`config.mk`:
```
export PLATFORM = sky130hd
export DESIGN_NAME = goomba_enemy
export DESIGN_NICKNAME = d
export VERILOG_FILES = /design/src/hw/enemy_pkg.sv /design/src/hw/goomba_enemy.sv /design/src/hw/goomba_walker.sv /design/src/hw/nearest_player.sv /design/src/hw/sprite_pixel.sv /design/src/hw/terrain_check.sv
export SDC_FILE = /design/constraint.sdc
export NUM_CORES = 1
export LEC_CHECK = 0
export BUFFER_PORTS_ARGS = -buffer_cell sky130_fd_sc_hd__buf_2
export CAP_MARGIN = 5
export CORE_MARGIN = 2
export CORE_UTILIZATION = 35
export CTS_CLUSTER_SIZE = 10
export DETAILED_ROUTE_END_ITERATION = 12
export PLACE_DENSITY = 0.59
export SETUP_SLACK_MARGIN = 0.15
export SLEW_MARGIN = 5
export SYNTH_ARGS = -nofsm -noshare
export SYNTH_HDL_FRONTEND = slang
export SYNTH_HIERARCHICAL = 1
export SYNTH_SLANG_ARGS = --single-unit
export TNS_END_PERCENT = 1
```
`constraint.sdc`:
```
create_clock -name Clk -period 8.1 [get_ports Clk]
set_input_delay 0.405 -clock Clk [delete_from_list [all_inputs] [get_ports Clk]]
set_output_delay 0.405 -clock Clk [all_outputs]
set_load 0.01 [all_outputs]
```
`src/hw/enemy_pkg.sv`:
```
package enemy_pkg;

    // screen and world positions share one width
    typedef logic [9:0]  xcoord_t;
    typedef logic [23:0] rgb_t;
    // dwell and death ticks use the same counter
    typedef logic [2:0]  tick_cnt_t;

    typedef enum logic [2:0] {
        WALK_L1,
        WALK_L2,
        WALK_R1,
        WALK_R2,
        DYING,
        GONE
    } walk_state_e;

    typedef enum logic {
        SIDE_LEFT,
        SIDE_RIGHT
    } side_t;

    typedef struct packed {
        logic at_scroll_edge;
        logic at_limit;
        logic blocked;
    } terrain_flags_t;

    typedef struct packed {
        xcoord_t x;
        logic    frame_b;
        logic    dying;
        logic    gone;
    } enemy_view_t;

    localparam int SPRITE_SIZE = 32;
    localparam int STEP        = 2;
    localparam xcoord_t GROUND_Y = 10'd384;

    // pipe zones, right edge must pass LO and x must be below HI
    localparam xcoord_t PIPE1_LO = 10'd101;
    localparam xcoord_t PIPE1_HI = 10'd161;
    // x + 26 past 641 is the same as the right edge past 647
    localparam xcoord_t PIPE2_LO = 10'd647;
    localparam xcoord_t PIPE2_HI = 10'd701;

    localparam int DWELL_TICKS = 4;
    localparam int DEATH_TICKS = 4;

endpackage

```
`src/hw/goomba_enemy.sv`:
```
`timescale 1ns/10ps

module goomba_enemy #(
    parameter enemy_pkg::xcoord_t X_ORIGIN = 10'd400,
    parameter enemy_pkg::xcoord_t X_LIMIT  = 10'd1023
) (
    input  logic               Clk,
    input  logic               rst_n,
    input  logic               frame_tick,
    input  enemy_pkg::xcoord_t mario_x,
    input  enemy_pkg::xcoord_t luigi_x,
    input  enemy_pkg::xcoord_t scroll_x,
    input  logic               alive,
    input  enemy_pkg::xcoord_t draw_x,
    input  enemy_pkg::xcoord_t draw_y,
    input  enemy_pkg::rgb_t    pic_a,
    input  enemy_pkg::rgb_t    pic_b,
    input  enemy_pkg::rgb_t    pic_dead,
    output logic               hit,
    output enemy_pkg::xcoord_t enemy_x,
    output enemy_pkg::xcoord_t enemy_y,
    output enemy_pkg::rgb_t    pixel
);

    enemy_pkg::side_t          target_side;
    enemy_pkg::terrain_flags_t terrain;
    enemy_pkg::enemy_view_t    view;

    // no vertical motion, always on the ground row
    assign enemy_x = view.x;
    assign enemy_y = enemy_pkg::GROUND_Y;

    nearest_player u_nearest (
        .mario_x     (mario_x),
        .luigi_x     (luigi_x),
        .enemy_x     (enemy_x),
        .target_side (target_side)
    );

    terrain_check #(.X_LIMIT(X_LIMIT)) u_terrain (
        .enemy_x  (enemy_x),
        .scroll_x (scroll_x),
        .terrain  (terrain)
    );

    goomba_walker #(.X_ORIGIN(X_ORIGIN), .X_LIMIT(X_LIMIT)) u_walker (
        .Clk         (Clk),
        .rst_n       (rst_n),
        .frame_tick  (frame_tick),
        .alive       (alive),
        .target_side (target_side),
        .terrain     (terrain),
        .view        (view)
    );

    sprite_pixel u_pixel (
        .Clk      (Clk),
        .rst_n    (rst_n),
        .view     (view),
        .scroll_x (scroll_x),
        .draw_x   (draw_x),
        .draw_y   (draw_y),
        .pic_a    (pic_a),
        .pic_b    (pic_b),
        .pic_dead (pic_dead),
        .hit      (hit),
        .pixel    (pixel)
    );

endmodule

```
`src/hw/goomba_walker.sv`:
```
`timescale 1ns/10ps

module goomba_walker #(
    parameter enemy_pkg::xcoord_t X_ORIGIN = 10'd400,
    parameter enemy_pkg::xcoord_t X_LIMIT  = 10'd1023
) (
    input  logic                      Clk,
    input  logic                      rst_n,
    input  logic                      frame_tick,
    input  logic                      alive,
    input  enemy_pkg::side_t          target_side,
    input  enemy_pkg::terrain_flags_t terrain,
    output enemy_pkg::enemy_view_t    view
);

    enemy_pkg::walk_state_e state_q;
    enemy_pkg::walk_state_e state_d;
    enemy_pkg::tick_cnt_t   cnt_q;
    enemy_pkg::tick_cnt_t   cnt_d;
    enemy_pkg::xcoord_t     pos_x_q;
    enemy_pkg::xcoord_t     pos_x_d;

    logic               walking;
    logic               frame_b;
    logic               do_move;
    enemy_pkg::side_t   move_side;
    logic [10:0]        x_right;
    enemy_pkg::xcoord_t x_left;

    assign walking = (state_q == enemy_pkg::WALK_L1) || (state_q == enemy_pkg::WALK_L2) ||
                     (state_q == enemy_pkg::WALK_R1) || (state_q == enemy_pkg::WALK_R2);

    assign frame_b = (state_q == enemy_pkg::WALK_L2) || (state_q == enemy_pkg::WALK_R2);

    // one step either way, right side widened for the clamp
    assign x_right = {1'b0, pos_x_q} + 11'(enemy_pkg::STEP);
    assign x_left  = (pos_x_q < enemy_pkg::STEP) ? '0 :
                     pos_x_q - enemy_pkg::xcoord_t'(enemy_pkg::STEP);

    always_comb
    begin
        state_d   = state_q;
        cnt_d     = cnt_q;
        pos_x_d   = pos_x_q;
        do_move   = 1'b0;
        move_side = enemy_pkg::SIDE_LEFT;

        if (frame_tick)
        begin
            if (walking && !alive)
            begin
                state_d = enemy_pkg::DYING;
                cnt_d   = '0;
            end
            else if (walking)
            begin
                if (terrain.at_scroll_edge)
                begin
                    do_move   = 1'b1;
                    move_side = enemy_pkg::SIDE_RIGHT;
                end
                else if (terrain.at_limit)
                begin
                    do_move   = 1'b1;
                    move_side = enemy_pkg::SIDE_LEFT;
                end
                else if (cnt_q == enemy_pkg::DWELL_TICKS - 1)
                begin
                    // dwell over, re-aim at the nearer player
                    cnt_d     = '0;
                    do_move   = 1'b1;
                    move_side = target_side;
                end
                else
                    cnt_d = cnt_q + 1'b1;
            end
            else if (state_q == enemy_pkg::DYING)
            begin
                if (cnt_q == enemy_pkg::DEATH_TICKS - 1)
                    state_d = enemy_pkg::GONE;
                else
                    cnt_d = cnt_q + 1'b1;
            end
        end

        if (do_move)
        begin
            // feet alternate even when a pipe holds the enemy back
            if (move_side == enemy_pkg::SIDE_RIGHT)
                state_d = frame_b ? enemy_pkg::WALK_R1 : enemy_pkg::WALK_R2;
            else
                state_d = frame_b ? enemy_pkg::WALK_L1 : enemy_pkg::WALK_L2;

            if (!terrain.blocked)
            begin
                if (move_side == enemy_pkg::SIDE_RIGHT)
                    pos_x_d = (x_right >= X_LIMIT) ? X_LIMIT : x_right[9:0];
                else
                    pos_x_d = x_left;
            end
        end
    end

    always_ff @(posedge Clk)
    begin
        if (!rst_n)
        begin
            state_q <= enemy_pkg::WALK_L1;
            cnt_q   <= '0;
            pos_x_q <= X_ORIGIN;
        end
        else
        begin
            state_q <= state_d;
            cnt_q   <= cnt_d;
            pos_x_q <= pos_x_d;
        end
    end

    // a vanished enemy reports x as 0
    always_comb
    begin
        view.x       = (state_q == enemy_pkg::GONE) ? '0 : pos_x_q;
        view.frame_b = frame_b;
        view.dying   = (state_q == enemy_pkg::DYING);
        view.gone    = (state_q == enemy_pkg::GONE);
    end

endmodule

```
`src/hw/nearest_player.sv`:
```
`timescale 1ns/10ps

module nearest_player (
    input  enemy_pkg::xcoord_t mario_x,
    input  enemy_pkg::xcoord_t luigi_x,
    input  enemy_pkg::xcoord_t enemy_x,
    output enemy_pkg::side_t   target_side
);

    enemy_pkg::xcoord_t mario_dist;
    enemy_pkg::xcoord_t luigi_dist;
    enemy_pkg::xcoord_t chosen_x;

    // absolute distances to the enemy
    always_comb
    begin
        if (mario_x < enemy_x)
            mario_dist = enemy_x - mario_x;
        else
            mario_dist = mario_x - enemy_x;

        if (luigi_x < enemy_x)
            luigi_dist = enemy_x - luigi_x;
        else
            luigi_dist = luigi_x - enemy_x;
    end

    // mario wins a tie
    assign chosen_x = (mario_dist <= luigi_dist) ? mario_x : luigi_x;

    always_comb
    begin
        if (chosen_x < enemy_x)
            target_side = enemy_pkg::SIDE_LEFT;
        else
            target_side = enemy_pkg::SIDE_RIGHT;
    end

endmodule

```
`src/hw/sprite_pixel.sv`:
```
`timescale 1ns/10ps

module sprite_pixel (
    input  logic                   Clk,
    input  logic                   rst_n,
    input  enemy_pkg::enemy_view_t view,
    input  enemy_pkg::xcoord_t     scroll_x,
    input  enemy_pkg::xcoord_t     draw_x,
    input  enemy_pkg::xcoord_t     draw_y,
    input  enemy_pkg::rgb_t        pic_a,
    input  enemy_pkg::rgb_t        pic_b,
    input  enemy_pkg::rgb_t        pic_dead,
    output logic                   hit,
    output enemy_pkg::rgb_t        pixel
);

    logic [10:0]     world_x;
    logic [10:0]     box_right;
    logic            hit_d;
    enemy_pkg::rgb_t pixel_d;

    // draw position in world coordinates, no wrap
    assign world_x   = draw_x + scroll_x;
    assign box_right = view.x + 11'(enemy_pkg::SPRITE_SIZE);

    assign hit_d = !view.gone &&
                   (view.x < world_x) && (world_x < box_right) &&
                   (draw_y > enemy_pkg::GROUND_Y) &&
                   (draw_y < enemy_pkg::GROUND_Y + enemy_pkg::SPRITE_SIZE);

    always_comb
    begin
        if (view.gone)
            pixel_d = '0;
        else if (view.dying)
            pixel_d = pic_dead;
        else if (view.frame_b)
            pixel_d = pic_b;
        else
            pixel_d = pic_a;
    end

    always_ff @(posedge Clk)
    begin
        if (!rst_n)
        begin
            hit   <= 1'b0;
            pixel <= '0;
        end
        else
        begin
            hit   <= hit_d;
            pixel <= pixel_d;
        end
    end

endmodule

```
`src/hw/terrain_check.sv`:
```
`timescale 1ns/10ps

module terrain_check #(
    parameter enemy_pkg::xcoord_t X_LIMIT = 10'd1023
) (
    input  enemy_pkg::xcoord_t        enemy_x,
    input  enemy_pkg::xcoord_t        scroll_x,
    output enemy_pkg::terrain_flags_t terrain
);

    logic [10:0] right_edge;
    logic        in_pipe1;
    logic        in_pipe2;

    // widened so the edge near 1023 does not wrap
    assign right_edge = enemy_x + 11'(enemy_pkg::SPRITE_SIZE);

    assign in_pipe1 = (right_edge > enemy_pkg::PIPE1_LO) &&
                      (enemy_x < enemy_pkg::PIPE1_HI);

    assign in_pipe2 = (right_edge > enemy_pkg::PIPE2_LO) &&
                      (enemy_x < enemy_pkg::PIPE2_HI);

    always_comb
    begin
        // left edge of the scrolled view
        terrain.at_scroll_edge = (enemy_x <= scroll_x);
        terrain.at_limit       = (right_edge >= X_LIMIT);
        // enemy is always on the ground row, so only x matters
        terrain.blocked        = in_pipe1 || in_pipe2;
    end

endmodule

```
## Yosys cells after proc, flatten, opt, wreduce, memory -nomap -nowiden

Cells that the tools add are included.

- Add/subtract/negate cells: 9
- $lt $le $gt $ge: 16
- Equality and inequality tests: 10
- Multiplexer cells: 38
- Bitwise gates (word level): 2
- Reductions and logical operators: 23

Operator list:

| operator | count |
|---|---|
| 10-bit 2-to-1 mux | 7 |
| 24-bit 2-to-1 mux | 2 |
| 3-bit 2-to-1 mux | 14 |
| 10-bit subtractor | 4 |
| 10-bit < comparator | 3 |
| 11-bit by 10-bit greater-or-equal comparator with 1-bit output, second input constant | 2 |
| 10-bit less-or-equal comparator | 2 |
| 1-bit 2-to-1 mux | 15 |
| 10-bit by 10-bit adder with 11-bit output | 1 |
| 10-bit by 2-bit adder with 11-bit output, second input constant | 1 |
| 10-bit by 6-bit adder with 11-bit output, second input constant | 1 |
| 11-bit by 10-bit greater-than comparator with 1-bit output, second input constant | 1 |
| 11-bit by 7-bit greater-than comparator with 1-bit output, second input constant | 1 |
| 10-bit by 11-bit < comparator with 1-bit output | 1 |
| 11-bit < comparator | 1 |
| 10-bit by 9-bit greater-than comparator with 1-bit output, second input constant | 1 |
| 10-bit < comparator, second input constant | 1 |
| 10-bit by 2-bit < comparator with 1-bit output, second input constant | 1 |
| 10-bit by 8-bit < comparator with 1-bit output, second input constant | 1 |
| 10-bit by 9-bit < comparator with 1-bit output, second input constant | 1 |
| 10-bit by 2-bit subtractor with 10-bit output, second input constant | 1 |
| 3-bit by 2-bit == test with 1-bit output, second input constant | 3 |
| 3-bit inequality test, second input constant | 3 |
| 3-bit nonzero test | 3 |
| other kinds (14) | 27 |

- Bits in registers: 41
- Input port bits: 126
- Output and inout port bits: 45
- Word-level logic and storage cells: 103

## Longest topological paths before layout

Gate-level depths: netlist of the first run.

- Depth after elaboration: 16
- Mapped depth: 33
- Gate-level depth less buffers: 31

## Modules after synthesis

Netlist of the first run, hierarchy kept.

Modules (own cells, without submodules):

| module | times used | cells each | area an instance (sq um) |
|---|---|---|---|
| nearest_player | 1 | 300 | 2260.9 |
| sprite_pixel | 1 | 253 | 2064.5 |
| goomba_walker | 1 | 187 | 1492.7 |
| terrain_check | 1 | 84 | 563.0 |
| goomba_enemy | 1 | 12 | 82.6 |

## Worst setup path after synthesis of the first run

No wires, ideal clock.

- Path type: reg-to-reg
- Start point: register u_walker.state_q[2]
- End point: register u_walker.pos_x_q[6]
- Data arrival time: 7.089 ns
- Required time: 7.974 ns
- Setup slack: 0.885 ns
- Stages on the path, launching flop included: 33
- Clock period less this slack: 7.215 ns
- Cells stage by stage: dfxtp_1 -> clkbuf_1 -> nand3b_1 -> inv_1 -> nor2_1 -> inv_1 -> fa_1 -> nand3_1 -> a2111oi_2 -> o32a_1 -> mux2_4 -> a31oi_1 -> xnor2_1 -> ha_1 -> and3_1 -> a221oi_1 -> o21a_1 -> o21ai_0 -> nand2_2 -> mux2i_1 -> ha_1 -> a21o_1 -> a21o_1 -> a211oi_1 -> o31ai_1 -> nor4_1 -> nor3_1 -> and4bb_1 -> o21ba_4 -> buf_6 -> mux2i_1 -> a2111oi_2 -> a21oi_1

RTL lines:

| what | RTL line | text |
|---|---|---|
| from (decl) | goomba_walker.sv:16 | `enemy_pkg::walk_state_e state_q;` |
| from (signal assigned) | goomba_walker.sv:108 | `state_q <= enemy_pkg::WALK_L1;` |
| from (signal assigned) | goomba_walker.sv:114 | `state_q <= state_d;` |
| to (signal assigned) | goomba_walker.sv:116 | `pos_x_q <= pos_x_d;` |
| to (decl) | goomba_walker.sv:20 | `enemy_pkg::xcoord_t pos_x_q;` |

## Final worst setup path of the first run

- Start point: register u_walker.state_q[2]
- End point: register u_walker.pos_x_q[5]

- Word-level cells in the longest chain between the ends: 15
- Elaborated cells on any way between the ends: 46
- Classes of those cells: add/sub (5); order compare (10); eq/ne (4); mux (17); bitwise (1); reduce/logical (9)

Ends and longest elaborated chain:

| what | RTL line | text |
|---|---|---|
| 3-bit == test * | goomba_walker.sv:123 | `view.x = (state_q == enemy_pkg::GONE) ? '0 : pos_x_q;` |
| 10-bit 2-to-1 mux * | goomba_walker.sv:123 |  |
| 10-bit subtractor (tied with other cells) | nearest_player.sv:20 | `mario_dist = mario_x - enemy_x;` |
| 10-bit 2-to-1 mux, on equally long branches | nearest_player.sv:17, nearest_player.sv:22 |  |
| 10-bit less-or-equal comparator | nearest_player.sv:29 | `assign chosen_x = (mario_dist <= luigi_dist) ? mario_x : luigi_x;` |
| 10-bit 2-to-1 mux | nearest_player.sv:29 |  |
| 10-bit < comparator * | nearest_player.sv:33 | `if (chosen_x < enemy_x)` |
| 1-bit 2-to-1 mux * | nearest_player.sv:33 |  |
| named net target_side | goomba_enemy.sv:25 | `enemy_pkg::side_t target_side;` |
| 1-bit 2-to-1 mux * | goomba_walker.sv:67 | `else if (cnt_q == enemy_pkg::DWELL_TICKS - 1)` |
| 1-bit 2-to-1 mux * | goomba_walker.sv:62 | `else if (terrain.at_limit)` |
| 1-bit 2-to-1 mux * | goomba_walker.sv:57 | `if (terrain.at_scroll_edge)` |
| 1-bit 2-to-1 mux * | goomba_walker.sv:55 | `else if (walking)` |
| 1-bit 2-to-1 mux * | goomba_walker.sv:50 | `if (walking && !alive)` |
| 1-bit 2-to-1 mux * | goomba_walker.sv:48 | `if (frame_tick)` |
| 10-bit 2-to-1 mux * | goomba_walker.sv:96 | `if (move_side == enemy_pkg::SIDE_RIGHT)` |

The timed path passes the listed nets; every way through them passes the cells marked *.
A chain may end at the register's enable or synchronous reset.

==> out/qor.yml, run 1 <==
timing:
  finalWorstSetupSlack_ns: 0.801
  fmax_mhz: 137
  hold_viol_final: 0
  fin_setup_tns_ns: 0
  rsz0062_at_grt: "false"
  tightest_slew_ns: 1.02
  fin_skew_ns: 0.00904
  report.final.slew_viol_count: 0
  period_share_pct: 90.1
  setup_viol: 0
  slew_headroom_pct: 32.1
  fin_crit_ns: 7.30
die:
  start_util_pct: 35.9
  ios: 171
  row_count: 49
  dieHeight_um: 140
  coreArea_sq_um: 18000
  die_area_sq_um: 19600
  die_x_um: 140
grt:
  use_met1_pct: 26.4
  antenna_found_initial: 0
  grt_pass1_wl_um: 29600
  grt_usage_pct: 18.0
  use_met3_pct: 2.32
  overflow: 0
  grt_busiest_layer: "met2"
  grt_use_met2_pct: 28.5
  grt_pass1_vias: 5947
  grt_start_max_net_pins: 49
min_path:
  min_path_type: "input port to flop"
  holdPathStages: 3
yosys:
  syn-instance-count: 836
  synth_flop_cell: "dfxtp_1"
  yosysUniqueCellTypes: 88
  synth_edf_count: 0
  synth_area_sq_um: 6460
  avgSynthCellArea_sq_um: 7.73
  ys_ff_latch: 41
  ys_warn_count: 6
  yosysSeqAreaShare_pct: 12.7
  async_reset_ff_share_pct: 0
worst_setup_path:
  path_max_fanout: 13
  r2r-end: "u_walker/pos_x_q[5]"
  startpoint_type: "flop"
  crit_type: "flop to flop"
  slowest_delay_ns: 0.53
  cp-startpoint: "u_walker/state_q[2]"
  cp_slowest_cell: "dfxtp_1"
  endpoint_kind: "flop"
  cp-endpoint: "u_walker/pos_x_q[5]"
  rr_startpoint: "u_walker/state_q[2]"
  rrSetupSlack_ns: 0.80
  crit_top_cell: "ha_1"
  worstRegToRegCells: 31
  worstPathArrival_ns: 7.45
  critical_path_required_ns: 8.25
clock_network:
  h-tree-depth: 2
  clk_latency_ns: 0.29
  clock_sinks: 41
  cts_setup_buffers: 0
  clk_pin_slew_worst_paths_ns: 0.06
  hold_buffers: 0
  cts_buffer_depth: 2
  numCtsBuffers: 5
  cts-root-buf: "clkbuf_16"
  cts-resized-gates: 0
  cts_tree: "yes"
routing:
  ant_nets: 0
  drtIter0Drc: 429
  routed_wl_um: 18300
  vias_per_cell: 5.35
  via_count: 6477
  drt_pass1_iterations: 5
  drt-wirelength-per-cell_um: 15.1
  drc: 0
layout:
  area_delta_synth_final_pct: 17.7
  multi_input_area_sq_um: 5120
  fin_cells: 1210
  fin_nets: 1213
  regArea_sq_um: 821
  fillers: 1890
  stdcell_area_sq_um: 7600
  drive_gt1_share_pct: 22.8
  diodes: 0
placement:
  dp_hpwl_um: 14900
  placed_cell_area_sq_um: 7400
  pre_cts_ws_ns: 0.668
  numPortBuffers: 160
  gp_congestion: 0.883
  placed_cells: 1202
pwr:
  power_w: 0.00108
  p_leak_nw: 3.65
  ir_worst_vdd_uv: 97.7
  p_per_area_nw_per_um2: 142
run:
  cap_violations: 0
status:
  status: "finished, final reports clean"
==> per-stage QoR <==
stage,util (%),hold slack [ns]
finish,42.2,0.349
global route,42.2,0.355
CTS,42.1,0.346
detailed placement,41.1,0.465
global placement,41.1,0.465
floorplan,-,0.447
==> worst min path at each step <==
stage / from / to
after floorplan: u_walker/cnt_q[1] / u_walker/cnt_q[1]
after global placement: u_walker/cnt_q[1] / u_walker/cnt_q[1]
after detailed placement: u_walker/cnt_q[1] / u_walker/cnt_q[1]
after CTS: pic_dead[22] / u_pixel/pixel[22]
after global routing: pic_dead[5] / u_pixel/pixel[5]
final: pic_dead[22] / u_pixel/pixel[22]
==> sequential cells by signal, summed over array words and instances (netlist names) <==
| signal | flops |
|---|---|
| u_pixel/pixel | 24 |
| u_walker/pos_x_q | 10 |
| u_walker/cnt_q | 3 |
| u_walker/state_q | 3 |
| u_pixel/hit | 1 |
==> cell usage after synthesis, types with 7 or more instances <==
master | count | area share [%]
and3_1 | 7 | 0.68
buf_4 | 15 | 1.7
nand2_1 | 33 | 1.9
o31ai_1 | 8 | 0.93
xor2_1 | 11 | 1.5
nand3b_1 | 9 | 1.0
xnor2_1 | 16 | 2.2
a21o_1 | 22 | 2.6
o21ai_0 | 30 | 2.3
inv_1 | 74 | 4.3
nor4_1 | 7 | 0.68
and2_1 | 9 | 0.87
a211oi_1 | 12 | 1.4
clkbuf_1 | 12 | 0.70
nor3_1 | 13 | 1.0
mux2i_1 | 44 | 6.8
a31oi_1 | 12 | 1.2
nor2_1 | 94 | 5.5
nand2b_1 | 11 | 1.1
o211ai_1 | 14 | 1.6
buf_2 | 11 | 0.85
ha_1 | 102 | 20
dfxtp_1 | 41 | 13
a21oi_1 | 82 | 6.3
nand3_1 | 28 | 2.2
==> area by class of cell <==
type	instances	share of cell area (%)
clock buffers	5	1.65
repair buffers	173	11.8
clock inverters	3	0.905
flip-flops and latches	41	10.8
inverters	75	3.70
multi-input cells	684	67.4
well taps	229	3.77
==> layer usage <==
metal / part of all wire, % / vias to the layer above
met5: 0 / -
met4: 0.93 / 0
met3: 5.6 / 12
met2: 45 / 220
met1: 49 / 2957
li1: - / 3288
==> power breakdown <==
group / internal, W / switching [W] / total, W
sequential: 0.000217 / 0.0000136 / 0.000231
combinational: 0.000257 / 0.000326 / 0.000583
clock: 0.000178 / 0.0000852 / 0.000263
total: 0.000652 / 0.000425 / 0.00108
==> logic make-up (layout without fill, tap and decap cells) <==
kind of cell | after synthesis | after routing | share of synthesized area, %
AND/OR/NAND/NOR | 248 | 248 | 19.6
AO/OA/AOI/OAI | 242 | 242 | 26.0
buffers and inverters | 119 | 256 | 8.69
adder cells (fa/ha/maj) | 108 | 108 | 21.5
multiplexers | 49 | 49 | 7.74
flip-flops | 41 | 41 | 12.7
XOR/XNOR | 27 | 27 | 3.66
other | 2 | 10 | 0.116
==> cell usage in the layout (no fill, tap or decap), types with 13 or more instances in the layout <==
| master | count |
|---|---|
| a21o_1 | 22 |
| a21oi_1 | 82 |
| buf_2 | 160 |
| buf_4 | 13 |
| dfxtp_1 | 41 |
| ha_1 | 102 |
| inv_1 | 74 |
| mux2i_1 | 44 |
| nand2_1 | 33 |
| nand3_1 | 28 |
| nor2_1 | 92 |
| nor3_1 | 13 |
| o211ai_1 | 14 |
| o21ai_0 | 30 |
| xnor2_1 | 16 |
==> critical path: cells and delay by family (launching register included) <==
kind	cells	cell delay, ns
AO/OA/AOI/OAI	13	2.58
XOR/XNOR	1	0.14
adder cells (fa/ha/maj)	4	0.92
buffers and inverters	2	0.26
flip-flops	1	0.53
multiplexers	3	0.95
AND/OR/NAND/NOR	8	1.80
No activity file was read; power rests on OpenSTA's default activity.
==> run 2, diff against run 1 <==
--- a/config.mk
+++ b/config.mk
@@ -5,13 +5,13 @@
 export SDC_FILE = /design/constraint.sdc
 export NUM_CORES = 1
 export LEC_CHECK = 0
-export BUFFER_PORTS_ARGS = -buffer_cell sky130_fd_sc_hd__buf_2
 export CAP_MARGIN = 5
 export CORE_MARGIN = 2
 export CORE_UTILIZATION = 35
 export CTS_CLUSTER_SIZE = 10
 export DETAILED_ROUTE_END_ITERATION = 12
-export PLACE_DENSITY = 0.59
+export DONT_BUFFER_PORTS = 1
+export PLACE_DENSITY = 0.51
 export SETUP_SLACK_MARGIN = 0.15
 export SLEW_MARGIN = 5
 export SYNTH_ARGS = -nofsm -noshare
==> run 2 against run 1 <==
Non-clock buffer count decreased by 150. Sequential power up 3%. Hold slack worse by 0.081 ns. Total power is 7.7% lower. Final area shrank 10%. Setup slack gained 0.021 ns. Sequential share of layout area rose by 1.2 points. Clock-buffer cell count rose by 1. Via count down 9.5%. Fmax up 0.29%. First-iteration DRC count grew 19%. Combinational power down 4.1%. Critical endpoint is now u_walker/pos_x_q[3]. Largest cell class unchanged.
==> out/qor.yml, run 2 (synthesis results as in run 1) <==
layout:
  largest_register: "u_pixel/pixel"
  diodes: 0  # unchanged
  stdcell_area_sq_um: 6830  # -10%
  drive_gt1_share_pct: 8.92  # -14 points
  area_delta_synth_final_pct: 5.67
  final_common_cell: "ha_1"
  layout_common_cells: "ha_1, nor2_1, a21oi_1"
  fin_nets: 1063  # -12%
  fin_cells: 1059  # -12%
  fillers: 1889  # -0.053%
  final_core_util_pct: 37.9  # -4.3 points
  largest_register_ffs: 24  # unchanged
  top_regs: "u_pixel/pixel: 24 flops, u_walker/pos_x_q: 10 flops"
die:
  dieHeight_um: 140  # unchanged
  die_area_sq_um: 19600  # unchanged
  die_x_um: 140  # unchanged
  row_count: 49  # unchanged
  coreArea_sq_um: 18000  # unchanged
  start_util_pct: 35.9  # unchanged
  ios: 171  # unchanged
routing:
  ant_nets: 0  # unchanged
  via_count: 5860  # -9.5%
  routed_wl_um: 18000  # -1.5%
  drtIter0Drc: 511  # +19%
  vias_per_cell: 5.53  # +3.4%
  drt-wirelength-per-cell_um: 17.0  # +13%
  drt_pass1_iterations: 5  # unchanged
  drc: 0  # unchanged
timing:
  period_share_pct: 89.9  # -0.26 points
  slew_headroom_pct: 36.2  # +4.1 points
  fin_skew_ns: 0.00183  # -0.00721 ns
  fmax_mhz: 137  # +0.29%
  rsz0062_at_grt: "true"
  tightest_slew_ns: 0.957  # -0.0616 ns
  hold_viol_final: 0  # unchanged
  fin_setup_tns_ns: 0  # unchanged
  report.final.slew_viol_count: 0  # unchanged
  fin_crit_ns: 7.28  # -0.0214 ns
  setup_viol: 0  # unchanged
pwr:
  ir_worst_vdd_uv: 93.2  # -4.6%
  p_per_area_nw_per_um2: 146  # +2.8%
  p_leak_nw: 3.01  # -17%
grt:
  overflow: 0  # unchanged
  grt_start_max_net_pins: 49  # unchanged
  grt_usage_pct: 17.6  # -0.35 points
  grt_pass1_wl_um: 28800  # -2.9%
  antenna_found_initial: 0  # unchanged
  grt_pass1_vias: 5571  # -6.3%
worst_setup_path:
  startpoint_type: "flop"
  slowest_delay_ns: 0.38  # -0.15 ns
  critical_path_required_ns: 8.24  # about the same
  crit_top_cell: "ha_1"
  endpoint_kind: "flop"
  crit_type: "flop to flop"
  path_max_fanout: 11  # -2
  worstRegToRegCells: 32  # +3.2%
  cp_slowest_cell: "nor2_1"
  worstPathArrival_ns: 7.42  # -0.03 ns
clock_network:
  clk_latency_ns: 0.28  # about the same
  cts-root-buf: "clkbuf_16"
  cts_buffer_depth: 2  # unchanged
  clock_sinks: 41  # unchanged
  h-tree-depth: 2  # unchanged
  hold_buffers: 0  # unchanged
  numCtsBuffers: 5  # unchanged
  clk_pin_slew_worst_paths_ns: 0.06  # about the same
  cts_tree: "yes"
placement:
  gp_congestion: 0.862  # -2.4%
  placed_cell_area_sq_um: 6630  # -10%
  numPortBuffers: 0  # -100%
  dp_hpwl_um: 14700  # -1.3%
  placed_cells: 1045  # -13%
min_path:
  holdPathStages: 2  # -1
  min_path_type: "input port to flop"
run:
  cap_violations: 0  # unchanged
status:
  status: "finished, final reports clean"
-- run 2: area by class of cell --
cell class / instances / area, sq um / area share [%]
flip-flops and latches: 41 / 822 / 12.0
clock buffers: 6 / 139 / 2.03
inverters: 75 / 282 / 4.12
clock inverters: 1 / 7.51 / 0.110
repair buffers: 23 / 170 / 2.49
multi-input cells: 684 / 5120 / 75.0
well taps: 229 / 287 / 4.19
-- run 2: power by group --
part | internal, W | switching, W | leakage (nW)
Sequential | 0.000218 | 0.0000200 | 0.338
Combinational | 0.000248 | 0.000311 | 2.61
Clock | 0.000121 | 0.0000768 | 0.0690
-- run 2: worst max-delay path, delay by kind of cell, from the launching register on --
kind,cells,cell delay [ns]
multiplexers,2,0.42
flip-flops,1,0.36
AND/OR/NAND/NOR,9,1.94
adder cells (fa/ha/maj),3,0.81
buffers and inverters,4,0.83
XOR/XNOR,1,0.23
AO/OA/AOI/OAI,13,2.52
-- run 2: final timing paths --
path / startpoint / end / slack [ns]
max: u_walker/state_q[1] / u_walker/pos_x_q[3] / 0.82
min: pic_dead[3] / u_pixel/pixel[3] / 0.27
max reg2reg: u_walker/state_q[1] / u_walker/pos_x_q[3] / 0.82
min reg2reg: u_walker/cnt_q[1] / u_walker/cnt_q[1] / 0.48
-- run 2: repair_timing --
action	CTS	global route
resized for setup	0	2
buffers inserted	0	7
setup endpoints to repair	0	10
endpoints found under the hold margin	0	0
-- run 2: metal layers --
| metal | global-route usage [%] | vias to the layer above | part of all wire, % |
|---|---|---|---|
| li1 | - | 2986 | - |
| met1 | 25.7 | 2686 | 48 |
| met2 | 28.7 | 177 | 46 |
| met3 | 2.22 | 11 | 5.5 |
| met4 | 1.95 | 0 | 0.53 |
| met5 | 0 | - | 0 |
-- run 2: per-stage QoR --
step	setup slack (ns)	hold WS [ns]	power [W]
3_3_place_gp	0.465	0.465	0.000776
3_5_place_dp	0.443	0.469	0.000771
4_1_cts	0.444	0.263	0.000974
2_1_floorplan	0.885	0.447	0.000665
5_1_grt	0.125	0.271	0.00108
6_report	0.822	0.268	0.000994
==> run 3, diff against run 2 <==
--- a/config.mk
+++ b/config.mk
@@ -7,11 +7,11 @@
 export LEC_CHECK = 0
 export CAP_MARGIN = 5
 export CORE_MARGIN = 2
-export CORE_UTILIZATION = 35
+export CORE_UTILIZATION = 26
 export CTS_CLUSTER_SIZE = 10
 export DETAILED_ROUTE_END_ITERATION = 12
 export DONT_BUFFER_PORTS = 1
-export PLACE_DENSITY = 0.51
+export PLACE_DENSITY = 0.41
 export SETUP_SLACK_MARGIN = 0.15
 export SLEW_MARGIN = 5
 export SYNTH_ARGS = -nofsm -noshare
==> run 3 against run 2 <==
Total power grew 1.2%. Final cell count rose by 8.5%. Clock-buffer cell count fell by 1. Largest cell class unchanged.
==> out/qor.yml, run 3 (synthesis results as in run 1) <==
status:
  status: "finished, final reports clean"
die:
  die_x_um: 162  # +16%
  row_count: 57  # +16%
  ios: 171  # unchanged
  dieHeight_um: 162  # +16%
  coreArea_sq_um: 24400  # +35%
  start_util_pct: 26.5  # -9.4 points
  die_area_sq_um: 26100  # +34%
grt:
  grt_start_max_net_pins: 49  # unchanged
  overflow: 0  # unchanged
  antenna_found_initial: 0  # unchanged
  grt_pass1_wl_um: 29500  # +2.6%
  grt_pass1_vias: 5559  # -0.22%
  grt_usage_pct: 13.9  # -3.7 points
layout:
  largest_register: "u_pixel/pixel"
  final_common_cell: "ha_1"
  layout_common_cells: "ha_1, nor2_1, a21oi_1"
  fillers: 2739  # +45%
  fin_nets: 1057  # -0.56%
  drive_gt1_share_pct: 9.21  # +0.30 points
  diodes: 0  # unchanged
  largest_register_ffs: 24  # unchanged
  top_regs: "u_pixel/pixel: 24 flops, u_walker/pos_x_q: 10 flops"
  final_core_util_pct: 28.5  # -9.4 points
  area_delta_synth_final_pct: 7.55
clock_network:
  clock_sinks: 41  # unchanged
  clk_latency_ns: 0.28  # about the same
  clk_pin_slew_worst_paths_ns: 0.06  # about the same
  cts_tree: "yes"
  cts_setup_buffers: 0  # unchanged
  h-tree-depth: 2  # unchanged
  cts-resized-gates: 0  # unchanged
  cts-root-buf: "clkbuf_16"
  hold_buffers: 0  # unchanged
  numCtsBuffers: 5  # unchanged
  cts_buffer_depth: 2  # unchanged
timing:
  fin_skew_ns: 0.00475  # +0.00293 ns
  fin_setup_tns_ns: 0  # unchanged
  slew_headroom_pct: 33.6  # -2.5 points
  period_share_pct: 89.3  # -0.50 points
  setup_viol: 0  # unchanged
  tightest_slew_ns: 0.995  # +0.0380 ns
  report.final.slew_viol_count: 0  # unchanged
  fin_crit_ns: 7.24  # -0.0408 ns
  rsz0062_at_grt: "false"
  fmax_mhz: 138  # +0.56%
  hold_viol_final: 0  # unchanged
placement:
  dp_hpwl_um: 15600  # +6.7%
  numPortBuffers: 0  # unchanged
  gp_congestion: 0.821  # -4.8%
run:
  cap_violations: 0  # unchanged
worst_setup_path:
  slowest_delay_ns: 0.67  # +0.29 ns
  worstPathArrival_ns: 7.38  # -0.04 ns
  endpoint_kind: "flop"
  startpoint_type: "flop"
  crit_type: "flop to flop"
  crit_top_cell: "ha_1"
  path_max_fanout: 15  # +4
  cp_slowest_cell: "dfxtp_1"
  critical_path_required_ns: 8.25  # about the same
routing:
  drc: 0  # unchanged
  routed_wl_um: 19000  # +5.7%
  drt-wirelength-per-cell_um: 16.5  # -2.6%
  ant_nets: 0  # unchanged
  drt_pass1_iterations: 4  # -1
  drtIter0Drc: 364  # -29%
  vias_per_cell: 5.02  # -9.3%
  via_count: 5768  # -1.6%
pwr:
  p_per_area_nw_per_um2: 145  # -0.54%
  ir_worst_vdd_uv: 85.7  # -8.0%
  internal-power_w: 0.000593  # +1.1%
  clockPowerShare_pct: 23.0  # +3.1 points
  combPwrFrac_pct: 53.5  # -2.7 points
  p_leak_nw: 2.99  # -0.64%
  net-switching-power_w: 0.000413  # +1.4%
  switching_share_pct: 41.0  # +0.051 points
  power_frac_seq_pct: 23.6  # -0.3 points
min_path:
  min_path_type: "input port to flop"
run 3: cell count changes in the layout (fill, tap and decap cells not counted):
cell       previous run  this run
ha_2                  0         3
nor2_2                3         4
clkinv_4              0         1
bufinv_16             0         1
nor2_1               92        90
and2_1                9         7
and2_2                0         2
ha_1                102        99
clkbuf_8              1         0
buf_4                22        17
buf_2                 1         0
nor2_4                0         1
run 3: routing by layer:
layer,track usage (%),vias up,wire length [um]
li1,-,2978,-
met1,18.9,2628,9050
met2,22.6,143,8550
met3,2.99,19,1060
met4,3.34,0,342
met5,0,-,0
run 3: per-stage QoR:
stage | hold slack [ns] | total power [W] | cell area [sq um] | std cells | worst slack [ns]
after global routing | 0.254 | 0.00110 | 6950 | 1149 | 0.200
after floorplan | 0.447 | 0.000665 | 6490 | 844 | 0.885
final | 0.261 | 0.00101 | 6950 | 1149 | 0.863
after detailed placement | 0.466 | 0.000777 | 6750 | 1141 | 0.362
after CTS | 0.244 | 0.00102 | 6930 | 1149 | 0.339
after global placement | 0.469 | 0.000787 | 6750 | 1141 | 0.574
run 3: power groups by stage:
stage	logic, W	registers (W)	clock network (W)
3_3_place_gp	0.000544	0.000243	0
2_1_floorplan	0.000431	0.000235	0
3_5_place_dp	0.000535	0.000242	0
5_1_grt	0.000608	0.000239	0.000248
6_report	0.000538	0.000237	0.000231
4_1_cts	0.000538	0.000237	0.000242
run 3: final cells by class:
type                    instances  area (sq um)  area share, %
flip-flops and latches         41           822           11.8
repair buffers                 17           128           1.84
clock buffers                   5           125           1.80
inverters                      75           282           4.05
multi-input cells             684          5140           74.0
clock inverters                 3          46.3          0.666
well taps                     324           405           5.83
run 3: worst max-delay path: cells and delay by family (launching register included):
| family | cells | cell delay [ns] |
|---|---|---|
| AOI/OAI and AO/OA | 14 | 2.78 |
| xor gates and xnor gates | 1 | 0.15 |
| adders and majority gates | 3 | 0.81 |
| buffers and inverters | 1 | 0.17 |
| DFF | 1 | 0.67 |
| muxes | 3 | 0.94 |
| and+or+nand+nor | 6 | 1.57 |
run 3: final timing paths:
kind	to	startpoint	depth (start not counted)	slack, ns
max	u_walker/pos_x_q[5]	u_walker/pos_x_q[6]	28	0.86
min	u_walker/pos_x_q[6]	rst_n	2	0.26
max reg2reg	u_walker/pos_x_q[5]	u_walker/pos_x_q[6]	28	0.86
min reg2reg	u_walker/cnt_q[1]	u_walker/cnt_q[1]	2	0.47
